File: src/verilog/upd7800_pkg.sv
// Shared widths, interrupt index and special-register enums, vector constants

package upd7800_pkg;

  //////////////////////////////////////////////////////////////////////
  // Widths

  // Special-register write data
  localparam int DATA_W = 8;

  // Timer reload value, TM1[3:0] and TM0[7:0]
  localparam int TM_W = 12;

  // Interrupt sources kept in this block
  localparam int NUM_INT = 4;

  //////////////////////////////////////////////////////////////////////
  // Enums

  // Interrupt sources, highest priority first
  typedef enum logic [1:0] {
    II_INT0 = 2'd0,
    II_INTT = 2'd1,
    II_INT1 = 2'd2,
    II_INT2 = 2'd3
  } e_int_idx;

  // Special-register write targets
  typedef enum logic [1:0] {
    SPR_NONE = 2'd0,
    SPR_MK   = 2'd1,
    SPR_TM0  = 2'd2,
    SPR_TM1  = 2'd3
  } e_spr;

  //////////////////////////////////////////////////////////////////////
  // Vectors and mask constants

  localparam logic [7:0] VEC_INT0  = 8'h04;
  localparam logic [7:0] VEC_INTT  = 8'h08;
  localparam logic [7:0] VEC_INT1  = 8'h10;
  localparam logic [7:0] VEC_INT2  = 8'h20;
  // Reported when no source won the fetch
  localparam logic [7:0] VEC_SOFTI = 8'h60;

  // MK bit that flips the INT2 sense
  localparam int MK_INT2_POL = 5;

  // Everything masked out of reset
  localparam logic [DATA_W-1:0] MK_RESET = 8'hff;

  // Vector address of one source
  function automatic logic [7:0] vector_of(e_int_idx idx);
    case (idx)
      II_INT0: return VEC_INT0;
      II_INTT: return VEC_INTT;
      II_INT1: return VEC_INT1;
      II_INT2: return VEC_INT2;
      default: return VEC_SOFTI;
    endcase
  endfunction

endpackage
File: src/verilog/int_arbiter.sv
// MK register, pending flags, fetch latch, priority encoder, vector, SKIT test

`timescale 1ns/1ps

module int_arbiter (
  input  logic                           CLK,
  input  logic                           reset,
  input  logic                           cp2n,
  input  logic                           ie,
  input  logic                           int0,
  input  logic                           int1_edge,
  input  logic                           int2_edge,
  input  logic                           timer_uf,
  input  logic                           fetch,
  input  logic                           skit,
  input  upd7800_pkg::e_int_idx          skit_idx,
  input  logic                           spr_wr,
  input  upd7800_pkg::e_spr              spr_sel,
  input  logic [upd7800_pkg::DATA_W-1:0] spr_wdata,
  output logic                           int2_pol,
  output logic                           int_req,
  output logic                           skit_hit,
  output logic [7:0]                     int_vector
);

  import upd7800_pkg::*;

  logic [DATA_W-1:0]  mk;
  logic [NUM_INT-1:0] pending;
  logic [NUM_INT-1:0] pend_set;
  logic [NUM_INT-1:0] pend_clr;
  logic [NUM_INT-1:0] enabled;
  logic [NUM_INT-1:0] int_latch;
  logic [NUM_INT-1:0] ack;
  e_int_idx           ack_idx;
  logic               fetch_go;
  logic               skit_go;

  assign fetch_go = fetch & cp2n;
  assign skit_go  = skit & cp2n;

  //////////////////////////////////////////////////////////////////////
  // Mask register

  always_ff @(posedge CLK) begin
    if (reset) begin
      mk <= MK_RESET;
    end else if (spr_wr && spr_sel == SPR_MK) begin
      mk <= spr_wdata;
    end
  end

  assign int2_pol = mk[MK_INT2_POL];

  //////////////////////////////////////////////////////////////////////
  // Pending flags

  always_comb begin
    pend_set = '0;
    pend_set[II_INT0] = int0;
    pend_set[II_INTT] = timer_uf;
    pend_set[II_INT1] = int1_edge;
    pend_set[II_INT2] = int2_edge;
  end

  // INT0 is level sensitive, so it also drops with the pin
  always_comb begin
    pend_clr = '0;
    pend_clr[II_INT0] = ~int0;
    if (fetch_go && int_req) begin
      pend_clr = pend_clr | ack;
    end
    if (skit_go) begin
      pend_clr[skit_idx] = 1'b1;
    end
  end

  always_ff @(posedge CLK) begin
    if (reset) begin
      pending <= '0;
    end else begin
      pending <= (pending & ~pend_clr) | pend_set;
    end
  end

  // Test half of SKIT, the clear happens above
  assign skit_hit = skit & pending[skit_idx];

  //////////////////////////////////////////////////////////////////////
  // Fetch latch and priority

  // Mask bit n gates source n
  assign enabled = {NUM_INT{ie}} & ~mk[NUM_INT-1:0];

  always_ff @(posedge CLK) begin
    if (reset) begin
      int_latch <= '0;
    end else if (fetch_go) begin
      int_latch <= pending & enabled;
    end
  end

  assign int_req = |int_latch;

  // Lowest index wins
  always_comb begin
    ack_idx = II_INT0;
    for (int i = NUM_INT - 1; i >= 0; i--) begin
      if (int_latch[i]) begin
        ack_idx = e_int_idx'(i);
      end
    end
  end

  always_comb begin
    ack = '0;
    if (int_req) begin
      ack[ack_idx] = 1'b1;
    end
  end

  assign int_vector = int_req ? vector_of(ack_idx) : VEC_SOFTI;

  // A fetch taken with interrupts disabled latches nothing
  a_latch_needs_ie: assert property (
    @(posedge CLK) disable iff (reset)
    (fetch_go && !ie) |=> (int_latch == '0)
  ) else $error("request latched while ie was low");

endmodule

File: src/verilog/int_edge_sampler.sv
// INT1/INT2 sampling on CP1 falling and qualified edge detection

`timescale 1ns/1ps

module int_edge_sampler #(
  parameter int EDGE_SAMPLES = 3
) (
  input  logic CLK,
  input  logic reset,
  input  logic cp1n,
  input  logic int1,
  input  logic int2,
  input  logic int2_pol,
  output logic int1_edge,
  output logic int2_edge
);

  // One low sample followed by EDGE_SAMPLES high ones, oldest in the MSB
  localparam logic [EDGE_SAMPLES:0] EDGE_PATTERN = {1'b0, {EDGE_SAMPLES{1'b1}}};

  // Index 0 is INT1, index 1 is INT2
  logic [EDGE_SAMPLES:0] hist [2];
  logic [1:0]            sample_in;
  logic [1:0]            edge_hit;

  //////////////////////////////////////////////////////////////////////
  // Sampling

  // INT2 counts as active low unless MK bit 5 is set
  always_comb begin
    sample_in[0] = int1;
    sample_in[1] = int2 ^ ~int2_pol;
  end

  always_ff @(posedge CLK) begin
    for (int i = 0; i < 2; i++) begin
      if (reset) begin
        hist[i] <= '0;
      end else if (cp1n) begin
        hist[i] <= {hist[i][EDGE_SAMPLES-1:0], sample_in[i]};
      end
    end
  end

  //////////////////////////////////////////////////////////////////////
  // Edge detection

  // Checked against the history before this strobe shifts it
  always_comb begin
    for (int i = 0; i < 2; i++) begin
      edge_hit[i] = cp1n & (hist[i] == EDGE_PATTERN);
    end
  end

  assign int1_edge = edge_hit[0];
  assign int2_edge = edge_hit[1];

  // A pulse shifts a high sample in and blocks a match on the next strobe
  a_edge_once: assert property (
    @(posedge CLK) disable iff (reset)
    !(int1_edge && $past(int1_edge)) && !(int2_edge && $past(int2_edge))
  ) else $error("edge pulse repeated without a new low sample");

endmodule

File: src/verilog/interval_timer.sv
// TM0/TM1 reload registers, prescaled 12-bit down counter, underflow pulse

`timescale 1ns/1ps

module interval_timer #(
  parameter int PRESCALE_BITS = 3
) (
  input  logic                           CLK,
  input  logic                           reset,
  input  logic                           cp2n,
  input  logic                           stm,
  input  logic                           spr_wr,
  input  upd7800_pkg::e_spr              spr_sel,
  input  logic [upd7800_pkg::DATA_W-1:0] spr_wdata,
  output logic                           timer_uf
);

  import upd7800_pkg::*;

  // Prescaler sits in the low bits of one combined counter
  localparam int CNT_W = TM_W + PRESCALE_BITS;

  logic [TM_W-1:0]  tm;
  logic [CNT_W-1:0] count;
  logic [CNT_W-1:0] reload_val;
  logic             reload;

  //////////////////////////////////////////////////////////////////////
  // Reload registers

  // TM0 is the low byte, TM1 supplies the top nibble
  always_ff @(posedge CLK) begin
    if (reset) begin
      tm <= '1;
    end else if (spr_wr) begin
      case (spr_sel)
        SPR_TM0: tm[DATA_W-1:0] <= spr_wdata;
        SPR_TM1: tm[TM_W-1:DATA_W] <= spr_wdata[TM_W-DATA_W-1:0];
        default: ;
      endcase
    end
  end

  //////////////////////////////////////////////////////////////////////
  // Down counter

  // Prescaler restarts full on every reload
  assign reload_val = {tm, {PRESCALE_BITS{1'b1}}};

  assign timer_uf = cp2n & (count == '0);

  // STM restarts the count but raises no interrupt
  assign reload = timer_uf | (cp2n & stm);

  always_ff @(posedge CLK) begin
    if (reset) begin
      count <= '1;
    end else if (reload) begin
      count <= reload_val;
    end else if (cp2n) begin
      count <= count - 1'b1;
    end
  end

  // Prescaler ones leave the reloaded count nonzero for the next strobe
  a_uf_spacing: assert property (
    @(posedge CLK) disable iff (reset)
    timer_uf |=> !timer_uf
  ) else $error("underflow on two cycles in a row");

endmodule

File: src/verilog/upd7800_intc_timer.sv
// Top level joining the edge sampler, interval timer and interrupt arbiter

`timescale 1ns/1ps

module upd7800_intc_timer #(
  parameter int PRESCALE_BITS = 3,
  parameter int EDGE_SAMPLES  = 3
) (
  input  logic                           CLK,
  input  logic                           reset,
  input  logic                           cp1n,
  input  logic                           cp2n,
  input  logic                           int0,
  input  logic                           int1,
  input  logic                           int2,
  input  logic                           ie,
  input  logic                           spr_wr,
  input  upd7800_pkg::e_spr              spr_sel,
  input  logic [upd7800_pkg::DATA_W-1:0] spr_wdata,
  input  logic                           fetch,
  input  logic                           stm,
  input  logic                           skit,
  input  upd7800_pkg::e_int_idx          skit_idx,
  output logic                           int_req,
  output logic [7:0]                     int_vector,
  output logic                           skit_hit,
  output logic                           timer_uf
);

  logic int2_pol;
  logic int1_edge;
  logic int2_edge;

  //////////////////////////////////////////////////////////////////////
  // Edge-triggered inputs

  int_edge_sampler #(
    .EDGE_SAMPLES (EDGE_SAMPLES)
  ) u_sampler (
    .CLK       (CLK),
    .reset     (reset),
    .cp1n      (cp1n),
    .int1      (int1),
    .int2      (int2),
    .int2_pol  (int2_pol),
    .int1_edge (int1_edge),
    .int2_edge (int2_edge)
  );

  //////////////////////////////////////////////////////////////////////
  // Timer

  interval_timer #(
    .PRESCALE_BITS (PRESCALE_BITS)
  ) u_timer (
    .CLK       (CLK),
    .reset     (reset),
    .cp2n      (cp2n),
    .stm       (stm),
    .spr_wr    (spr_wr),
    .spr_sel   (spr_sel),
    .spr_wdata (spr_wdata),
    .timer_uf  (timer_uf)
  );

  //////////////////////////////////////////////////////////////////////
  // Arbitration

  int_arbiter u_arbiter (
    .CLK        (CLK),
    .reset      (reset),
    .cp2n       (cp2n),
    .ie         (ie),
    .int0       (int0),
    .int1_edge  (int1_edge),
    .int2_edge  (int2_edge),
    .timer_uf   (timer_uf),
    .fetch      (fetch),
    .skit       (skit),
    .skit_idx   (skit_idx),
    .spr_wr     (spr_wr),
    .spr_sel    (spr_sel),
    .spr_wdata  (spr_wdata),
    .int2_pol   (int2_pol),
    .int_req    (int_req),
    .skit_hit   (skit_hit),
    .int_vector (int_vector)
  );

endmodule

File: config.mk
export PLATFORM = sky130hd
export DESIGN_NAME = upd7800_intc_timer
export DESIGN_NICKNAME = d
export VERILOG_FILES = /design/src/verilog/upd7800_pkg.sv /design/src/verilog/int_arbiter.sv /design/src/verilog/int_edge_sampler.sv /design/src/verilog/interval_timer.sv /design/src/verilog/upd7800_intc_timer.sv
export SDC_FILE = /design/constraint.sdc
export NUM_CORES = 1
export LEC_CHECK = 0
export BUFFER_PORTS_ARGS = -buffer_cell sky130_fd_sc_hd__buf_2
export CORE_ASPECT_RATIO = 0.75
export CORE_MARGIN = 4
export CORE_UTILIZATION = 36
export DETAILED_ROUTE_END_ITERATION = 7
export PLACE_DENSITY = 0.58
export SETUP_SLACK_MARGIN = 0.1
export SLEW_MARGIN = 20
export SYNTH_ARGS = -nofsm -noshare
export SYNTH_HDL_FRONTEND = slang
export SYNTH_HIERARCHICAL = 1
export SYNTH_SLANG_ARGS = --single-unit
File: constraint.sdc
create_clock -name CLK -period 3.2 [get_ports CLK]
set_input_delay 0.8 -clock CLK [delete_from_list [all_inputs] [get_ports CLK]]
set_output_delay 0.8 -clock CLK [all_outputs]
set_load 0.05 [all_outputs]
==> results.md, run 1 <==
- Measured against its own limit, the worst slew margin works out to 53.30%.
- In this run the tool buffered the top-level ports with 31 buffer cells.
- In this run the worst setup path terminates at timer_uf.
- Averaged over all synthesized cells, the footprint is 8.818 sq um.
- The summed negative setup slack over all endpoints is 0 ps.
- The count of state elements after synthesis is 48.
- For this run, the top clock speed supported by timing is 346.2 MHz.
- The aggregate global-route resource usage is 15.40%.
- Yosys mapped the design onto 54 distinct sky130hd cell types.
- In this run the post-CTS setup repair buffer count came out at 0.
- The worst setup path is launched from a flip-flop.
- The fraction of power consumed by combinational cells is 9.6%.
- The detailed-route via count is 2109.
- Setup slack on the critical path of the routed design comes to 311.4 ps.
- The HPWL after detailed placement is 4243 um.
- The routed wire length is 5931 um.
- The number of cells upsized or downsized after cts is 0.
- Counting instances in the post-synthesis netlist gives the leading cell types as sky130_fd_sc_hd__dfxtp_1, sky130_fd_sc_hd__nand2_1, sky130_fd_sc_hd__nor2_1.
- The number of max-slew violations in the final report came to 0.
- The share of total power dissipated in sequential elements is 53.7%.
- The setup skew after layout is 7.637 ps.
- The top-level I/O count is 35.
- The number of clock sinks is 48.
- The clock share of power is 36.7%.
- For this design the total switching power over the nets is 304.4 uW.
- The root cell of the clock tree is sky130_fd_sc_hd__clkbuf_8.
- Along the worst path, the maximum fanout reaches 10.
- The worst hold path belongs to the class reg2reg.
- The smallest clock period supported by the final layout is computed as 2889 ps.
- The post-synthesis instance total is 273.
- By instance count, the leading cell after synthesis is sky130_fd_sc_hd__dfxtp_1.
- The category of the most critical setup path is reg2out.
- Ranked by total cell area, the synthesized netlist is headed by sky130_fd_sc_hd__dfxtp_1, sky130_fd_sc_hd__edfxtp_1, sky130_fd_sc_hd__nand2_1.
- The first global-routing pass estimated 9839 um of wire.
- The number of enable flip-flop cells after synthesis is 8.
- Sequential cells were found to cover 43.24% of the synthesized design area.
- From synthesis to final layout, the design area changed by 13.57%.
- The area of the placeable core is 0.006381 sq mm.
- The reg2reg setup slack is 1030 ps.
- The worst register-to-register path ends at u_timer/count[11].
- The critical path capture point type is an output port.
- The cell type with the highest aggregate area in the netlist is sky130_fd_sc_hd__dfxtp_1.
- For this run the aggregate overflow at the end of global routing stands at 0.
- The initial standard-cell utilization of the core is 37.73%.
- Overall power consumption after layout is estimated at 1.217 mW.
- The flip-flop cell with the highest count after synthesis is sky130_fd_sc_hd__dfxtp_1.
- The clock latency on the worst-skew pair is 300 ps.
- The measured slew at the worst slew-check pin is 697.9 ps.
- The internal cell power is 912.5 uW.
- The static leakage is 1.094 nW.
- The share of flip-flops with an asynchronous set or reset after synthesis is 0%.
- For the worst setup path, the data arrival time is 2090 ps.
- The detail route stage leaves a number of antenna-violating nets equal to 0.
- The cts-stage hold buffer count is 0.
- Hold is met by 491.5 ps.
- In this run the core area contains 25 standard-cell rows.
- The last weighted congestion value of the routability-driven placer is 0.7963.
- Measured along the y axis, the die boundary spans 78.82 um.
- The longest clock path from root to sink contains 2 buffers.
- Setup repair after global routing left no endpoint under its margin.
- The die outline area is 0.008073 sq mm.
- Counting tap cells, the placed design contains a total of 371 instances.
- The fraction of synthesized cell area taken by the top area cell type is 33.26%.
- The detailed router finished its first iteration with 269 violations.
- The required time of the critical path is 2400 ps.
- The average vias per placed instance is 5.565.
- The initial antenna violation count is 0.
- The final net count is 322.
- After the flow finishes, the layout carries non-filler instances totaling 379.
- In the final routed layout, each cell accounts on average for 15.65 um.
- Of the total power, the share spent switching nets is 25.01%.
- After synthesis the cells add up to 0.002407 sq mm.
- The length in cells of the worst reg-to-reg path is 6.
- The run finished with clean final reports.
- Across the run, the number of max-cap violations was 0.
- From left edge to right edge, the die measures 102.4 um.
- The total inserted antenna cells is 0.
- The final-report hold violation count is 0.
- The first detailed-routing pass ran for 4 iterations.
- The clock tree from TritonCTS is yes.
- The number of levels in the clock H-tree is 2.
- The share of cells above drive strength 1 is 17.79%.
- The post-placement worst setup slack is 543.2 ps.
- Setup violations remaining at the end of the flow were counted as 0.
- The worst path uses 90.27% of the clock period.
- The critical path startpoint is u_timer/count[0].
- TritonCTS created 5 clock buffers.
- The worst supply voltage drop on vdd is 0.2320 mV.
- Clock-pin slew was measured on the worst setup and hold paths at 90 ps.
- For this run, the number of Yosys warnings is 6.
- Entering global routing, the biggest net connects 26 pins.
- The worst register-to-register path begins at u_timer/count[0].
- The number of global-route vias before repair was 1922.
- The DRC violations left is 0.
- Power spread over the standard cell area amounts to 445.1 mW/mm^2.
## through the flow
stage	util, %	area, sq um
after floorplan	-	2427
after global placement	41.02	2618
after detailed placement	41.02	2618
after CTS	42.76	2729
after global routing	42.84	2734
final	42.84	2734
## metal layers
metal	track usage (%)	vias up	routed length, um
met5	0	-	0
met3	4.214	2	395
met2	19.97	56	2427
li1	-	1045	-
met4	2.359	0	23
met1	25.05	1006	3084
## state kept, by name, indices dropped and copies added (netlist names)
signal               flops
u_arbiter/int_latch      4
u_arbiter/mk             5
u_arbiter/pending        4
u_sampler/hist           8
u_timer/count           15
u_timer/tm              12
## placed cells by master, fill, tap and decap left out, drive strengths merged, types with 5 or more instances in the layout
cell type | synthesis | routed
dfxtp | 40 | 40
nand2 | 39 | 39
buf | 6 | 33
nor2 | 16 | 16
a21oi | 14 | 14
mux2i | 11 | 11
inv | 10 | 10
and2 | 9 | 9
nor3 | 9 | 9
nand3 | 8 | 8
edfxtp | 8 | 8
nand4b | 7 | 7
nor4 | 7 | 7
clkbuf | 13 | 6
nor2b | 6 | 6
o211ai | 6 | 6
o21ai | 6 | 6
o31ai | 5 | 5
or4 | 5 | 5
## worst min-delay path by stage
stage,start,endpoint,depth (start not counted)
after floorplan,u_arbiter/mk[0],u_arbiter/mk[0],2
after global placement,u_timer/tm[8],u_timer/tm[8],2
after detailed placement,u_timer/tm[10],u_timer/tm[10],2
after CTS,u_timer/tm[1],u_timer/tm[1],2
after global routing,u_arbiter/int_latch[3],u_arbiter/int_latch[3],2
final,u_arbiter/int_latch[3],u_arbiter/int_latch[3],2
## area by class of cell
| cell class | count | area [sq um] |
|---|---|---|
| clock buffers | 5 | 68.82 |
| clock inverters | 3 | 42.54 |
| fillers | 660 | 3647 |
| inverters | 11 | 41.29 |
| multi-input cells | 197 | 1259 |
| flip-flops and latches | 48 | 1041 |
| well taps | 81 | 101.3 |
| repair buffers | 34 | 180.2 |
## kinds of logic after synthesis
kind of cell / count (synthesis) / synth area share (%)
AO/OA/AOI/OAI: 53 / 15.80
XOR/XNOR: 1 / 0.3639
adder cells (fa/ha/maj): 1 / 0.5197
buffers and inverters: 30 / 5.406
flip-flops: 48 / 43.24
multiplexers: 12 / 5.509
other: 1 / 0.1558
AND/OR/NAND/NOR: 127 / 29.00
## critical path, stage by stage (launching register included)
cell and delay (ps):
sky130_fd_sc_hd__dfxtp_1 340, sky130_fd_sc_hd__inv_1 70, sky130_fd_sc_hd__ha_1 200, sky130_fd_sc_hd__or3b_4 460, sky130_fd_sc_hd__nor3_1 130, sky130_fd_sc_hd__nor4b_2 280, sky130_fd_sc_hd__clkbuf_4 300
## power groups by stage
stage               Clock, mW  Combinational, mW  Sequential [mW]
global placement            0              0.116            0.667
floorplan                   0             0.0811            0.661
detailed placement          0              0.116            0.667
CTS                     0.454              0.116            0.653
finish                  0.446              0.117            0.654
global route            0.487              0.131            0.657
Note: power is estimated with default switching activity, not from simulation.
==> run 2, diff against run 1 <==
--- a/config.mk
+++ b/config.mk
@@ -5,7 +5,7 @@
 export SDC_FILE = /design/constraint.sdc
 export NUM_CORES = 1
 export LEC_CHECK = 0
-export BUFFER_PORTS_ARGS = -buffer_cell sky130_fd_sc_hd__buf_2
+export BUFFER_PORTS_ARGS = -buffer_cell sky130_fd_sc_hd__buf_4
 export CORE_ASPECT_RATIO = 0.75
 export CORE_MARGIN = 4
 export CORE_UTILIZATION = 36
==> run 2 against run 1 <==
Design area up 2.5%; largest cell class unchanged; cell count down 0.26%; via count down 0.95%; clock skew up 2.0 ps; sequential power about the same; non-clock buffer count down 1; clock power up 2%.
==> results.md, run 2 (same netlist as run 1, synthesis figures left out) <==
- The run finished with clean final reports.
- The area of the placeable core is 0.006381 sq mm (unchanged).
- The number of inserted filler cells in the final layout came to 646 (-2.1%).
- The number of optimization iterations in the first detailed-route pass was 4 (unchanged).
- The overall power came to 1.233 mW (+1.3%).
- The detailed-route via count is 2089 (-0.95%).
- STA classifies the critical path startpoint as a flip-flop.
- The register with the most flip-flops in the final layout is u_timer/count.
- The share of cells above drive strength 1 was 17.51% (-0.28 points).
- The number of buffer and inverter instances along the worst setup path was 2 (unchanged).
- The number of clock sinks was 48 (unchanged).
- The signal on the critical path passes through inv_1 > ha_1 > or3b_1 > nor3_1 > nor4b_2 > buf_4.
- The routed wire length came to 6071 um (+2.4%).
- The register clock-pin slew on the reported worst setup and hold paths was 90 ps (about the same).
- The share of power burned in registers was 53.0% (-0.7 points).
- The leftover overflow at the end of global routing is 0 (unchanged).
- The required time of the critical path is 2400 ps (about the same).
- The cts-stage hold buffer count is 0 (unchanged).
- The min-delay analysis places its worst path in the category reg2reg.
- The number of clock buffers inserted by TritonCTS is 5 (unchanged).
- The switching power came to 308.8 uW (+1.4%).
- The post-layout minimum cycle time is 2989 ps (+100.4 ps).
- The clock latency on the worst-skew pair is 310 ps (about the same).
- The peak per-stage delay on the critical path is 520 ps (+60 ps).
- The sequential standard cell area is 0.001041 sq mm (unchanged).
- The maximum buffer depth of the clock tree is 2 (unchanged).
- TritonCTS built the clock tree.
- The top-level I/O count came to 35 (unchanged).
- The number of global-route vias before repair is 2008 (+4.5%).
- The destination of the worst hold path is u_timer/tm[4].
- The area used by multi-input combinational logic was 0.001256 sq mm (-0.20%).
- In the layout the commonest cells are sky130_fd_sc_hd__dfxtp_1, sky130_fd_sc_hd__nand2_1, sky130_fd_sc_hd__buf_4.
- The critical path capture point type is an output port.
- The length in cells of the worst reg-to-reg path is 6 (unchanged).
- The number of buffers inserted by post-CTS setup repair is 0 (unchanged).
- The iteration-0 DRC count of the detailed router is 163 (-39%).
- The DRC violations left is 0 (unchanged).
- Relative to the synthesized area, the layout overhead comes to 16.42%.
- The number of instances on the worst hold path was 2 (unchanged).
- The fraction of power spent switching nets came to 25.05% (+0.039 points).
- Setup repair after global routing left no endpoint under its margin.
- The initial antenna violation count is 0 (unchanged).
- The launch point of the worst reg-to-reg path is u_timer/count[0].
- The final net count was 321 (-0.31%).
- The HPWL after detailed placement is 4426 um (+4.3%).
- The total power divided by cell area is 439.8 mW/mm^2 (-1.2%).
- The highest clock frequency the design can meet is 334.6 MHz (-3.4%).
- The final period utilization is 93.41% (+3.1 points).
- The maximum fanout along the worst path is 10 (unchanged).
- The final-report hold violation count is 0 (unchanged).
- The number of routed nets with antenna violations is 0 (unchanged).
- The reg2reg setup slack is 1090 ps (+60 ps).
- The largest net degree at the start of global routing was 33 (+27%).
- The startpoint identified for the worst hold timing path is u_timer/tm[4].
- Grouping stages by cell kind, the critical path spends the most delay in simple AND/OR/NAND/NOR gates.
- CTS placed an instance of sky130_fd_sc_hd__clkbuf_8 at the clock tree root.
- The die extent in x was 102.4 um (unchanged).
- The number of violations of the max-capacitance limit was 0 (unchanged).
- The count of input and output buffers is 31 (unchanged).
- The post-detailed-route wirelength per cell is 16.06 um (+2.6%).
- The worst slew slack as a fraction of its limit is 53.04% (-0.26 points).
- The final setup violation count came to 0 (unchanged).
- The number of levels in the clock H-tree is 2 (unchanged).
- The aggregate global-route resource usage was 16.55% (+1.1 points).
- The last weighted congestion value of the routability-driven placer came to 0.8320 (+4.5%).
- The reg-to-reg critical path endpoint is u_timer/count[11].
- The most common library cell in the layout ignoring fill and taps is sky130_fd_sc_hd__dfxtp_1.
- The number of max-slew violations in the final report is 0 (unchanged).
- The number of cells upsized or downsized after cts is 0 (unchanged).
- The number of flip-flops in the largest register was 15 (unchanged).
- The static leakage came to 1.110 nW (+1.5%).
- The first-pass GRT wire length came to 10440 um (+6.1%).
- The worst supply voltage drop on vdd came to 0.1699 mV (-27%).
- The arrival time of the worst setup path is 2190 ps (+100 ps).
- In the final layout, the registers with the most flip-flops are u_timer/count (15), u_timer/tm (12), u_sampler/hist (8).
- The initial standard-cell utilization of the core is 37.73% (unchanged).
- The setup skew after layout is 9.600 ps (+1.963 ps).
- The summed negative setup slack over all endpoints came to 0 ps (unchanged).
- The die outline area came to 0.008073 sq mm (unchanged).
- The total number of placement rows is 25 (unchanged).
- The fraction of power consumed by combinational cells is 10.1% (+0.5 points).
- For this design, the slowest cell found on the critical path is sky130_fd_sc_hd__or3b_1.
- The category of the most critical setup path is reg2out.
- The average vias per placed instance is 5.526 (-0.69%).
- The measured slew at the worst slew-check pin is 701.8 ps (+3.904 ps).
- The internal cell power came to 923.8 uW (+1.2%).
- The final hold slack is 483.1 ps (-8.467 ps).
- The clock share of power is 36.9% (+0.2 points).
- The die height is 78.82 um (unchanged).
- The total inserted antenna cells is 0 (unchanged).
-- run 2: worst register-to-register path, stage by stage, from the launching register on --
cell and delay [ps]:
sky130_fd_sc_hd__dfxtp_1 340, sky130_fd_sc_hd__inv_1 80, sky130_fd_sc_hd__ha_1 200, sky130_fd_sc_hd__nor4b_1 430, sky130_fd_sc_hd__and4_1 550, sky130_fd_sc_hd__o41ai_1 130
sky130_fd_sc_hd__a221oi_1 280
-- run 2: how the worst max path moves through the flow --
| stage | slack, ps | endpoint | depth (start not counted) | startpoint |
|---|---|---|---|---|
| after global routing | 120 | timer_uf | 6 | u_timer/count[0] |
| after floorplan | 3 | timer_uf | 4 | cp2n |
| after CTS | 200 | timer_uf | 6 | u_timer/count[0] |
| after detailed placement | 550 | timer_uf | 6 | u_timer/count[0] |
| after global placement | 630 | timer_uf | 6 | u_timer/count[0] |
| final | 210 | timer_uf | 6 | u_timer/count[0] |
-- run 2: layer usage --
layer | GRT usage [%] | share of wire (%)
met3 | 3.687 | 7.1
met4 | 4.980 | 0.96
met1 | 27.23 | 53
met5 | 0 | 0
met2 | 20.49 | 39
-- run 2: power by group through the flow --
stage / logic [mW] / clock network [mW] / registers, mW
after CTS: 0.125 / 0.465 / 0.654
after global routing: 0.141 / 0.496 / 0.657
after global placement: 0.124 / 0 / 0.667
after floorplan: 0.0811 / 0 / 0.661
final: 0.125 / 0.455 / 0.653
after detailed placement: 0.124 / 0 / 0.667
-- run 2: metrics by stage --
step	instance area (sq um)	utilization, %	instances	worst slack, ps
finish	2803	43.92	378	211.0
global placement	2688	42.12	370	627.9
floorplan	2427	-	275	2.660
global route	2803	43.92	378	123.9
CTS	2803	43.92	378	203.8
detailed placement	2688	42.12	370	547.6
-- run 2: final cells by class --
| class | count | share of cell area (%) |
|---|---|---|
| multi-input combinational | 197 | 44.82 |
| sequential | 48 | 37.14 |
| timing repair buffer | 33 | 8.839 |
| tap | 81 | 3.616 |
| clock buffer | 5 | 2.455 |
| clock inverter | 3 | 1.652 |
| inverter | 11 | 1.473 |
==> run 3, diff against run 2 <==
--- a/config.mk
+++ b/config.mk
@@ -6,11 +6,13 @@
 export NUM_CORES = 1
 export LEC_CHECK = 0
 export BUFFER_PORTS_ARGS = -buffer_cell sky130_fd_sc_hd__buf_4
+export CELL_PAD_IN_SITES_DETAIL_PLACEMENT = 0
+export CELL_PAD_IN_SITES_GLOBAL_PLACEMENT = 1
 export CORE_ASPECT_RATIO = 0.75
 export CORE_MARGIN = 4
 export CORE_UTILIZATION = 36
 export DETAILED_ROUTE_END_ITERATION = 7
-export PLACE_DENSITY = 0.58
+export PLACE_DENSITY = 0.71
 export SETUP_SLACK_MARGIN = 0.1
 export SLEW_MARGIN = 20
 export SYNTH_ARGS = -nofsm -noshare
==> constraint.sdc (replaced) <==
create_clock -name CLK -period 3.59 [get_ports CLK]
set_input_delay 0.8975 -clock CLK [delete_from_list [all_inputs] [get_ports CLK]]
set_output_delay 0.8975 -clock CLK [all_outputs]
set_load 0.05 [all_outputs]
==> run 3 against run 2 <==
Setup slack improved by 330 ps; design area increased by 0.54%; largest power group unchanged; via count decreased by 1.6%; highest routed layer unchanged; global-route usage decreased by 0.69 points.
==> results.md, run 3 (same netlist as run 1, synthesis figures left out) <==
- The run finished with clean final reports.
- The die height is 78.82 um (unchanged).
- The startpoint of the tightest hold check path is u_arbiter/mk[1].
- The register name with the most flops is u_timer/count.
- The arrival time of the worst setup path is 2150 ps (-40 ps).
- The die extent in x came to 102.4 um (unchanged).
- CTS placed an instance of sky130_fd_sc_hd__clkbuf_8 at the clock tree root.
- The number of standard cells in the final layout excluding fillers is 377 (-0.26%).
- The worst slew slack as a fraction of its limit is 52.95% (-0.094 points).
- The final setup violation count is 0 (unchanged).
- The top cell types in the final layout, fill and taps aside, are sky130_fd_sc_hd__dfxtp_1, sky130_fd_sc_hd__nand2_1, sky130_fd_sc_hd__buf_4.
- The final net count is 320 (-0.31%).
- The startpoint identified for the worst register-to-register timing path is u_timer/count[0].
- The number of flip-flops in the largest register is 15 (unchanged).
- The last weighted congestion value of the routability-driven placer was 0.7521 (-9.6%).
- The number of max-slew violations in the final report is 0 (unchanged).
- The area of the placeable core is 0.006381 sq mm (unchanged).
- The count of input and output buffers came to 31 (unchanged).
- The cell total after placement is 369 (-0.27%).
- The total number of placement rows is 25 (unchanged).
- The post-layout minimum cycle time is 3050 ps.
- The clock latency on the worst-skew pair is 310 ps (about the same).
- The leftover overflow at the end of global routing came to 0 (unchanged).
- The initial antenna violation count was 0 (unchanged).
- The worst setup path is launched from a flip-flop.
- The number of buffers inserted by post-CTS setup repair is 0 (unchanged).
- The HPWL after detailed placement is 4347 um (-1.8%).
- The number of clock buffers inserted by TritonCTS is 5 (unchanged).
- The total power divided by cell area is 414.7 mW/mm^2 (-5.7%).
- The top-level I/O count is 35 (unchanged).
- The die outline area is 0.008073 sq mm (unchanged).
- The first-pass GRT wire length is 9963 um (-4.6%).
- The required time of the critical path is 2690 ps (+290 ps).
- The detailed-route via count was 2056 (-1.6%).
- The number of routed nets with antenna violations was 0 (unchanged).
- The iteration-0 DRC count of the detailed router is 195 (+20%).
- The maximum fanout along the worst path is 10 (unchanged).
- The static leakage is 1.119 nW (+0.83%).
- The measured slew at the worst slew-check pin is 703.2 ps (+1.401 ps).
- The post-detailed-route wirelength per cell is 16.24 um (+1.1%).
- The cts-stage hold buffer count was 0 (unchanged).
- The largest net degree at the start of global routing was 33 (unchanged).
- The critical path capture point type is an output port.
- The fraction of the core area covered by cells at the end of the flow came to 44.16% (+0.24 points).
- The number of optimization iterations in the first detailed-route pass is 4 (unchanged).
- The average vias per placed instance is 5.454 (-1.3%).
- The worst path uses 84.97% of the clock period.
- The total inserted antenna cells is 0 (unchanged).
- The worst min-delay path category is reg2reg.
- The number of cells upsized or downsized after cts is 0 (unchanged).
- The number of clock sinks is 48 (unchanged).
- The initial standard-cell utilization of the core came to 37.73% (unchanged).
- The number of global-route vias before repair came to 1911 (-4.8%).
- The number of instances on the worst hold path is 2 (unchanged).
- In the final layout, the registers with the most flip-flops are u_timer/count (15), u_timer/tm (12), u_sampler/hist (8).
- The critical path startpoint is u_timer/count[0].
- The category of the most critical setup path is reg2out.
- The worst supply voltage drop on vdd is 0.1625 mV (-4.4%).
- The library cell used most frequently in the layout, excluding fill and tap cells, is sky130_fd_sc_hd__dfxtp_1.
- The synthesis-to-finish area growth is 17.05%.
- The share of cells above drive strength 1 came to 17.23% (-0.28 points).
- The maximum buffer depth of the clock tree is 2 (unchanged).
- Setup repair after global routing left no endpoint under its margin.
- The final-report hold violation count is 0 (unchanged).
- TritonCTS built the clock tree.
- The aggregate global-route resource usage is 15.86% (-0.69 points).
- The setup skew after layout was 5.863 ps (-3.737 ps).
- The summed negative setup slack over all endpoints came to 0 ps (unchanged).
- The highest clock frequency the design can meet is 327.8 MHz.
- The DRC violations left is 0 (unchanged).
- The routed wire length was 6123 um (+0.86%).
- The number of levels in the clock H-tree is 2 (unchanged).
- The number of violations of the max-capacitance limit came to 0 (unchanged).
- The register clock-pin slew on the reported worst setup and hold paths is 100 ps (about the same).
- The length in cells of the worst reg-to-reg path is 6 (unchanged).
## run 3: cell count changes in the layout (fill, tap and decap cells not counted), sizes merged
| cell | previous run | this run |
|---|---|---|
| bufinv | 1 | 2 |
| buf | 33 | 32 |
| clkinvlp | 1 | 0 |
## run 3: report_power, final
group	total (mW)	leakage (nW)	internal [mW]	switching (mW)
Sequential	0.583	0.415	0.568	0.0152
Combinational	0.110	0.636	0.0451	0.0649
Clock	0.476	0.0687	0.280	0.195
## run 3: worst paths after layout
check / slack [ps] / endpoint
worst max-delay path: 540 / timer_uf
worst min-delay path: 490 / u_arbiter/mk[1]
worst max register to register: 1410 / u_timer/count[8]
worst min register to register: 490 / u_arbiter/mk[1]
## run 3: area by class of cell
type                            count  area, sq um
Fill cell                         646         3563
Multi-Input combinational cell    197         1256
Sequential cell                    48         1041
Timing Repair Buffer               32        240.2
Tap cell                           81        101.3
Clock buffer                        5        68.82
Clock inverter                      3        68.82
Inverter                           11        41.29
## run 3: critical path, stage by stage (launching register included)
cell                      delay, ps
sky130_fd_sc_hd__dfxtp_1        350
sky130_fd_sc_hd__inv_1           80
sky130_fd_sc_hd__ha_1           200
sky130_fd_sc_hd__or3b_1         540
sky130_fd_sc_hd__nor3_1         180
sky130_fd_sc_hd__nor4b_2        250
sky130_fd_sc_hd__buf_4          250
## run 3: metal layers
metal | track usage [%] | routed length [um]
met3 | 3.424 | 347
met5 | 0 | 0
met4 | 3.932 | 63
met2 | 19.85 | 2357
met1 | 26.40 | 3354
## run 3: per-stage QoR
| step | worst slack [ps] | power, mW | hold WS [ps] | area, sq um |
|---|---|---|---|---|
| finish | 539.6 | 1.169 | 491.1 | 2818 |
| global route | 412.2 | 1.227 | 519.3 | 2818 |
| CTS | 534.8 | 1.182 | 492.1 | 2818 |
| detailed placement | 731.2 | 0.7046 | 470.2 | 2680 |
| global placement | 732.9 | 0.7031 | 460.6 | 2680 |
| floorplan | 197.7 | 0.6617 | 435.3 | 2427 |
